<file path="src/common/psram_pkg.sv">
// Shared widths, timing and types for the pseudo-SRAM controller

package psram_pkg;

    // Word address and data widths of the device
    localparam int ADDR_W = 24;
    localparam int DATA_W = 16;

    // Wait cycles between address-valid and the first data word
    localparam int RW_LATENCY = 4;

    // Value n encodes a burst of n+1 words
    typedef logic [3:0] burst_len_t;

    // One host command
    typedef struct packed {
        logic [ADDR_W-1:0] addr;
        burst_len_t        len;
        logic              write;
    } psram_cmd_t;

    // Memory control pins, strobes active low except mcre
    typedef struct packed {
        logic [ADDR_W-1:0] maddr;
        logic              moe_n;
        logic              mwe_n;
        logic              madv_n;
        logic              mce_n;
        logic              mub_n;
        logic              mlb_n;
        logic              mcre;
    } psram_pins_t;

    // Burst controller states
    typedef enum logic [2:0] {
        IDLE,
        READ_WAIT,
        READ_DATA,
        WRITE_WAIT,
        WRITE_DATA,
        FINISH
    } ctrl_state_t;

endpackage
</file>
<file path="src/rtl/psram_subsys.sv">
`timescale 1ns/100ps

// Host port plus burst controller
module psram_subsys (
    input  logic                         clk50MHz,
    input  logic                         rst_n,
    input  logic                         req,
    input  psram_pkg::psram_cmd_t        cmd,
    output logic                         ack,
    input  logic [psram_pkg::DATA_W-1:0] wdata,
    output logic                         wnext,
    output logic [psram_pkg::DATA_W-1:0] rdata,
    output logic                         rvalid,
    output psram_pkg::psram_pins_t       pins,
    output logic                         mclk,
    output logic [psram_pkg::DATA_W-1:0] dq_out,
    output logic                         dq_oe,
    input  logic [psram_pkg::DATA_W-1:0] dq_in,
    input  logic                         mwait
);
    import psram_pkg::*;

    logic       start;
    logic       done;
    psram_cmd_t burst_cmd;

    psram_host_port host_port0 (
        .clk50MHz  (clk50MHz),
        .rst_n     (rst_n),
        .req       (req),
        .cmd       (cmd),
        .ack       (ack),
        .start     (start),
        .burst_cmd (burst_cmd),
        .done      (done)
    );

    psram_ctrl ctrl0 (
        .clk50MHz  (clk50MHz),
        .rst_n     (rst_n),
        .start     (start),
        .burst_cmd (burst_cmd),
        .done      (done),
        .wdata     (wdata),
        .wnext     (wnext),
        .rdata     (rdata),
        .rvalid    (rvalid),
        .pins      (pins),
        .mclk      (mclk),
        .dq_out    (dq_out),
        .dq_oe     (dq_oe),
        .dq_in     (dq_in),
        .mwait     (mwait)
    );

endmodule

</file>
<file path="src/psram_ctrl/psram_ctrl.sv">
`timescale 1ns/100ps

// Fixed-latency burst controller for a 16-bit cellular RAM
module psram_ctrl (
    input  logic                         clk50MHz,
    input  logic                         rst_n,
    input  logic                         start,
    input  psram_pkg::psram_cmd_t        burst_cmd,
    output logic                         done,
    input  logic [psram_pkg::DATA_W-1:0] wdata,
    output logic                         wnext,
    output logic [psram_pkg::DATA_W-1:0] rdata,
    output logic                         rvalid,
    output psram_pkg::psram_pins_t       pins,
    output logic                         mclk,
    output logic [psram_pkg::DATA_W-1:0] dq_out,
    output logic                         dq_oe,
    input  logic [psram_pkg::DATA_W-1:0] dq_in,
    input  logic                         mwait
);
    import psram_pkg::*;

    ctrl_state_t state;
    ctrl_state_t state_nxt;
    logic [1:0]  lat_cnt;
    burst_len_t  burst_cnt;
    logic        lat_last;
    logic        burst_last;
    logic        in_wait;
    logic        in_data;
    logic        mclk_en;

    // Latency is fixed, so mwait is never consulted

    assign in_wait    = (state == READ_WAIT) || (state == WRITE_WAIT);
    assign in_data    = (state == READ_DATA) || (state == WRITE_DATA);
    assign lat_last   = (lat_cnt == 2'(RW_LATENCY - 1));
    assign burst_last = (burst_cnt == burst_cmd.len);

    always_ff @(posedge clk50MHz) begin
        if (!rst_n) begin
            state <= IDLE;
        end else begin
            state <= state_nxt;
        end
    end

    always_comb begin
        state_nxt = state;
        case (state)
            IDLE: begin
                if (start) begin
                    state_nxt = burst_cmd.write ? WRITE_WAIT : READ_WAIT;
                end
            end
            READ_WAIT: begin
                if (lat_last) begin
                    state_nxt = READ_DATA;
                end
            end
            READ_DATA: begin
                if (burst_last) begin
                    state_nxt = FINISH;
                end
            end
            WRITE_WAIT: begin
                if (lat_last) begin
                    state_nxt = WRITE_DATA;
                end
            end
            WRITE_DATA: begin
                if (burst_last) begin
                    state_nxt = FINISH;
                end
            end
            default: begin
                state_nxt = IDLE;
            end
        endcase
    end

    // Latency and burst counters, cleared between bursts
    always_ff @(posedge clk50MHz) begin
        if (!rst_n || state == IDLE || state == FINISH) begin
            lat_cnt   <= '0;
            burst_cnt <= '0;
        end else begin
            if (in_wait) begin
                lat_cnt <= lat_cnt + 2'd1;
            end
            if (in_data) begin
                burst_cnt <= burst_cnt + 4'd1;
            end
        end
    end

    // Strobe decode
    always_comb begin
        pins.maddr  = burst_cmd.addr;
        pins.moe_n  = 1'b1;
        pins.mwe_n  = 1'b1;
        pins.madv_n = 1'b1;
        pins.mce_n  = 1'b1;
        pins.mub_n  = 1'b0;
        pins.mlb_n  = 1'b0;
        pins.mcre   = 1'b0;
        dq_oe       = 1'b0;
        wnext       = 1'b0;
        done        = 1'b0;
        case (state)
            IDLE: begin
                // Address phase coincides with start
                if (start) begin
                    pins.madv_n = 1'b0;
                    pins.mce_n  = 1'b0;
                end
            end
            READ_WAIT, WRITE_WAIT: begin
                pins.mce_n = 1'b0;
            end
            READ_DATA: begin
                pins.mce_n = 1'b0;
                pins.moe_n = 1'b0;
            end
            WRITE_DATA: begin
                pins.mce_n = 1'b0;
                pins.mwe_n = 1'b0;
                dq_oe      = 1'b1;
                wnext      = 1'b1;
            end
            FINISH: begin
                done = 1'b1;
            end
            default: begin
                done = 1'b0;
            end
        endcase
    end

    assign dq_out = wdata;

    // Read data capture
    always_ff @(posedge clk50MHz) begin
        if (state == READ_DATA) begin
            rdata <= dq_in;
        end
    end

    always_ff @(posedge clk50MHz) begin
        if (!rst_n) begin
            rvalid <= 1'b0;
        end else begin
            rvalid <= (state == READ_DATA);
        end
    end

    // Clock enable changes while clk50MHz is low, keeping mclk glitch free
    always_ff @(negedge clk50MHz) begin
        if (!rst_n) begin
            mclk_en <= 1'b0;
        end else if (state == IDLE) begin
            mclk_en <= start;
        end else begin
            mclk_en <= (state != FINISH);
        end
    end

    assign mclk = clk50MHz & mclk_en;

endmodule

</file>
<file path="src/rtl/psram_host_port.sv">
`timescale 1ns/100ps

// Four-phase req/ack slave, launches one controller burst per transaction
module psram_host_port (
    input  logic                  clk50MHz,
    input  logic                  rst_n,
    input  logic                  req,
    input  psram_pkg::psram_cmd_t cmd,
    output logic                  ack,
    output logic                  start,
    output psram_pkg::psram_cmd_t burst_cmd,
    input  logic                  done
);
    import psram_pkg::*;

    typedef enum logic [1:0] {
        WAIT_REQ,
        BUSY,
        WAIT_REL
    } port_state_t;

    port_state_t state;
    logic        req_q;

    // Registered request from the host
    always_ff @(posedge clk50MHz) begin
        if (!rst_n) begin
            req_q <= 1'b0;
        end else begin
            req_q <= req;
        end
    end

    // Handshake FSM
    always_ff @(posedge clk50MHz) begin
        if (!rst_n) begin
            state <= WAIT_REQ;
            start <= 1'b0;
            ack   <= 1'b0;
        end else begin
            start <= 1'b0;
            case (state)
                WAIT_REQ: begin
                    if (req_q) begin
                        start <= 1'b1;
                        state <= BUSY;
                    end
                end
                BUSY: begin
                    // Burst complete, answer the host
                    if (done) begin
                        ack   <= 1'b1;
                        state <= WAIT_REL;
                    end
                end
                WAIT_REL: begin
                    if (!req_q) begin
                        ack   <= 1'b0;
                        state <= WAIT_REQ;
                    end
                end
                default: begin
                    ack   <= 1'b0;
                    state <= WAIT_REQ;
                end
            endcase
        end
    end

    // Command held for the whole burst
    always_ff @(posedge clk50MHz) begin
        if (state == WAIT_REQ && req_q) begin
            burst_cmd <= cmd;
        end
    end

endmodule

</file>
<file path="config.mk">
export PLATFORM = sky130hd
export DESIGN_NAME = psram_subsys
export DESIGN_NICKNAME = d
export VERILOG_FILES = /design/src/common/psram_pkg.sv /design/src/rtl/psram_subsys.sv /design/src/psram_ctrl/psram_ctrl.sv /design/src/rtl/psram_host_port.sv
export SDC_FILE = /design/constraint.sdc
export NUM_CORES = 1
export LEC_CHECK = 0
export BUFFER_PORTS_ARGS = -buffer_cell sky130_fd_sc_hd__buf_4
export CAP_MARGIN = 20
export CORE_MARGIN = 2
export CORE_UTILIZATION = 47
export CTS_BUF_LIST = sky130_fd_sc_hd__clkbuf_4 sky130_fd_sc_hd__clkbuf_8
export CTS_CLUSTER_SIZE = 40
export DETAILED_ROUTE_END_ITERATION = 8
export PLACE_DENSITY = 0.94
export SLEW_MARGIN = 20
export SYNTH_ARGS = -nofsm -noshare
export SYNTH_HDL_FRONTEND = slang
export SYNTH_SLANG_ARGS = --single-unit
</file>
<file path="constraint.sdc">
create_clock -name clk50MHz -period 2.95 [get_ports clk50MHz]
set_input_delay 0.7375 -clock clk50MHz [delete_from_list [all_inputs] [get_ports clk50MHz]]
set_output_delay 0.7375 -clock clk50MHz [all_outputs]
set_load 0.01 [all_outputs]
</file>
==> impl.org <==
** Routing
- The detail route stage leaves a number of antenna-violating nets equal to 0.
- Count of vias placed by the detailed router :: approximately 1.6k
- Residual DRC :: 0
- Wire length per cell :: between 10 and 15 um
- Dividing the detail-routed via count by the number of cells gives 4.79.
- The first routing iteration left 63 violations.
- Summed over all layers, the routed wires come to ~4600 um.
- For this run, the detailed router's first-pass iteration total came to 5.

** Layout
- Share of final-layout standard cells stronger than drive strength 1 :: 0.476
- Fill cells in the final layout number 421.
- The area growth from synthesis to layout is 28.9%.
- The final layout contains roughly 330 nets.
- In the layout the commonest cells are buf_4 (99), edfxtp_1 (45), dfxtp_1 (16).
- Final core area utilization :: 0.638
- 0 antenna diodes ended up in the layout.
- Leading cell type in the layout, fill and taps excluded :: buf_4

** Placed design
- Port buffer count :: 96
- After legalization and detailed placement, the total HPWL measured roughly 3300 um.
- The congestion estimate from routability-driven global placement came to 0.702.

** Yosys
- Gate Count Post-Synth :: ~200
- Number of different library cells in the post-synthesis netlist :: between 40 and 50
- Sequential fraction of the synthesis area :: 0.649
- After synthesis, the cell types taking the most area are edfxtp_1 (52%), buf_4 (13%), dfxtp_1 (12%), nor2_1 (1.9%), xor2_1 (1.7%).
- Counting flops and latches in the post-synthesis netlist gives just over 60.
- Count of yosys warnings during synthesis :: 0
- The mapped netlist covers about 2600 sq um.
- Share of synthesized flip-flops with an asynchronous set or reset :: 0
- Primary flip-flop cell chosen by synthesis mapping :: edfxtp_1
- EDFF count, synth :: 45
- Of all cell types, the one taking the most synthesized area is edfxtp_1.
- Of the post-synthesis cell area, the dominant cell type holds 0.525.
- Averaged over all synthesized cells, the footprint is roughly 13 sq um.

** Global routing
- Initial antenna violation count :: 0
- Entering global routing, the biggest net connects 30 pins.
- Global-route wire length before repair :: 6960 um
- GR Overflow Total :: 0
- Most Crowded Layer GR :: met2
- Vias in the first global route :: 1546
- For met2 alone, demand over resource in global routing was 0.259.
- Global routing usage on met3 :: 0.0552
- For this run, the total global-route usage over all layers was measured as 0.152.
- For this run, global-route usage on met1 was measured as 0.162.

** Clock network
- At the later pin of the worst-skew pair, clock insertion delay measures between 0.4 and 0.5 ns.
- Clock-pin slew was measured on the worst setup and hold paths at approximately 0.07 ns.
- In this run, post-CTS hold repair placed 0 buffers.
- TritonCTS built the clock tree.

** Die
- Core Rows :: 26
- For this configuration, the core starts out at a cell density of 0.495.
- The die is between 70 and 80 um wide.
- Top-Level Pins :: approximately 130
- The die covers just over 6000 sq um.
- The die is about 78 um tall.
- Standard cell core area :: about 5200 sq um

** Status
- The final reports fail on negative setup slack.
- The flow ran to the end, but the final reports show violations.

** Worst hold path
- Worst Hold Class :: register to register
- The worst hold path terminates at host_port0.ack.
- The worst hold path begins at host_port0.ack.
- Counting instances, the worst hold path has a depth of 2.

** Critical path
- For the worst setup path, the data required time is 2.21 ns.
- Register-to-register setup slack :: 0.44 ns
- End of the worst register-to-register path :: ctrl0.mclk_en
- In this run the worst setup path begins at ctrl0.mclk_en.
- Of all nets on the critical path, the largest fanout is 1.
- By startpoint and endpoint, the worst setup path is classified as register to primary output.
- Worst r2r src :: ctrl0.state[2]
- Worst setup SP type :: register
- Measured in cells, the most critical reg-to-reg path has a length of 4.
- STA classifies the critical path endpoint as a primary output.
- Data on the critical path arrives at its endpoint at roughly 2.5 ns.

** Timing
- In this run the tightest slew margin relative to its limit is 0.618.
- Fin. max-slew vios :: 0
- Across all setup checks in the final design, the least slack found is -0.265 ns.
- Hold violation count in the final report :: 0
- Transition time at the pin with the least slew margin :: around 0.57 ns
- Setup TNS :: -0.265 ns
- Setup violations remaining at the end of the flow were counted as 2.
- Setup repair after global routing could not meet its margin everywhere.
- Across the routed clock network, the largest skew measured is approximately 0.052 ns.

** Pwr
- Leakage power of the design :: approximately 0.0014 uW
- Maximum vdd drop :: approximately 0.43 mV
- Power spread over the standard cell area amounts to between 600 and 700 nW/um^2.

** Flow run
- Number of max-capacitance violations reported :: 0
==> critical path, cell delays in order, from the launching register on <==
cell	delay, ns
dfxtp_1	0.29
and2_4	0.13
buf_6	0.11
==> flip-flops by register name, summed over array words and instances (netlist names) <==
name	count
host_port0.ack	1
ctrl0.rdata	16
ctrl0.burst_cnt	4
ctrl0.rvalid	1
host_port0.state	2
ctrl0.state	3
host_port0.burst_cmd	29
ctrl0.lat_cnt	2
host_port0.start	1
ctrl0.mclk_en	1
host_port0.req_q	1
==> layout make-up <==
class,count,area (sq um),area share
Timing Repair Buffer,99,743,0.224
Clock inverter,8,93.8,0.0282
Multi-Input combinational cell,80,527,0.159
Sequential cell,61,1670,0.503
Inverter,6,22.5,0.00678
Clock buffer,13,176,0.0531
Tap cell,70,87.6,0.0264
==> where the power goes <==
| part | internal, uW | switching [uW] |
|---|---|---|
| Clock | 564 | 327 |
| Combinational | 81.7 | 67.0 |
| Sequential | 955 | 11.7 |
==> how the worst max path moves through the flow <==
stage / slack [ns] / end
after CTS: -0.29 / mclk
after detailed placement: 0.21 / mclk
final: -0.26 / mclk
after floorplan: 0.31 / mclk
after global routing: -0.30 / mclk
after global placement: 0.22 / mclk
==> metrics by stage <==
stage | area, sq um | setup WS [ns] | std cells | power, uW | hold slack (ns)
finish | 3320 | -0.265 | 337 | 2010 | 0.483
global route | 3320 | -0.296 | 337 | 2100 | 0.463
CTS | 3320 | -0.288 | 337 | 2040 | 0.467
detailed placement | 3060 | 0.208 | 318 | 1140 | 0.473
global placement | 3060 | 0.217 | 318 | 1140 | 0.466
floorplan | 2580 | 0.309 | 199 | 1090 | 0.458
==> cell families after synthesis <==
family	count (synthesis)	synth area share
AOI/OAI and AO/OA	27	0.0772
xor gates and xnor gates	5	0.0170
adders and majority gates	3	0.0136
buffers and inverters	58	0.152
DFF	61	0.649
muxes	2	0.00777
other	1	0.00146
and+or+nand+nor	40	0.0826
==> what timing repair did <==
action,4_1_cts,5_1_grt
resized for setup,2,0
endpoints found under the hold margin,0,0
setup buffers,0,0
setup endpoints to repair,2,2
pin swaps,0,0
==> Yosys cell counts, types with 2 or more instances <==
| cell | count |
|---|---|
| edfxtp_1 | 45 |
| a32oi_1 | 2 |
| a21oi_1 | 6 |
| nand2_1 | 9 |
| buf_2 | 6 |
| inv_1 | 6 |
| a211oi_1 | 2 |
| nor2b_1 | 2 |
| a221oi_1 | 2 |
| and2_1 | 2 |
| nor3_1 | 5 |
| nand2b_1 | 2 |
| xor2_1 | 5 |
| a21boi_0 | 2 |
| buf_4 | 44 |
| ha_1 | 2 |
| mux2i_1 | 2 |
| nor2_1 | 13 |
| dfxtp_1 | 16 |
| o21ai_0 | 3 |
==> layer usage <==
| metal | share of wire | vias up |
|---|---|---|
| met1 | 0.36 | 750 |
| met3 | 0.077 | 9 |
| met4 | 0.016 | 0 |
| met2 | 0.55 | 79 |
| met5 | 0 | - |
| li1 | - | 777 |
Note: power is estimated with default switching activity, not from simulation.
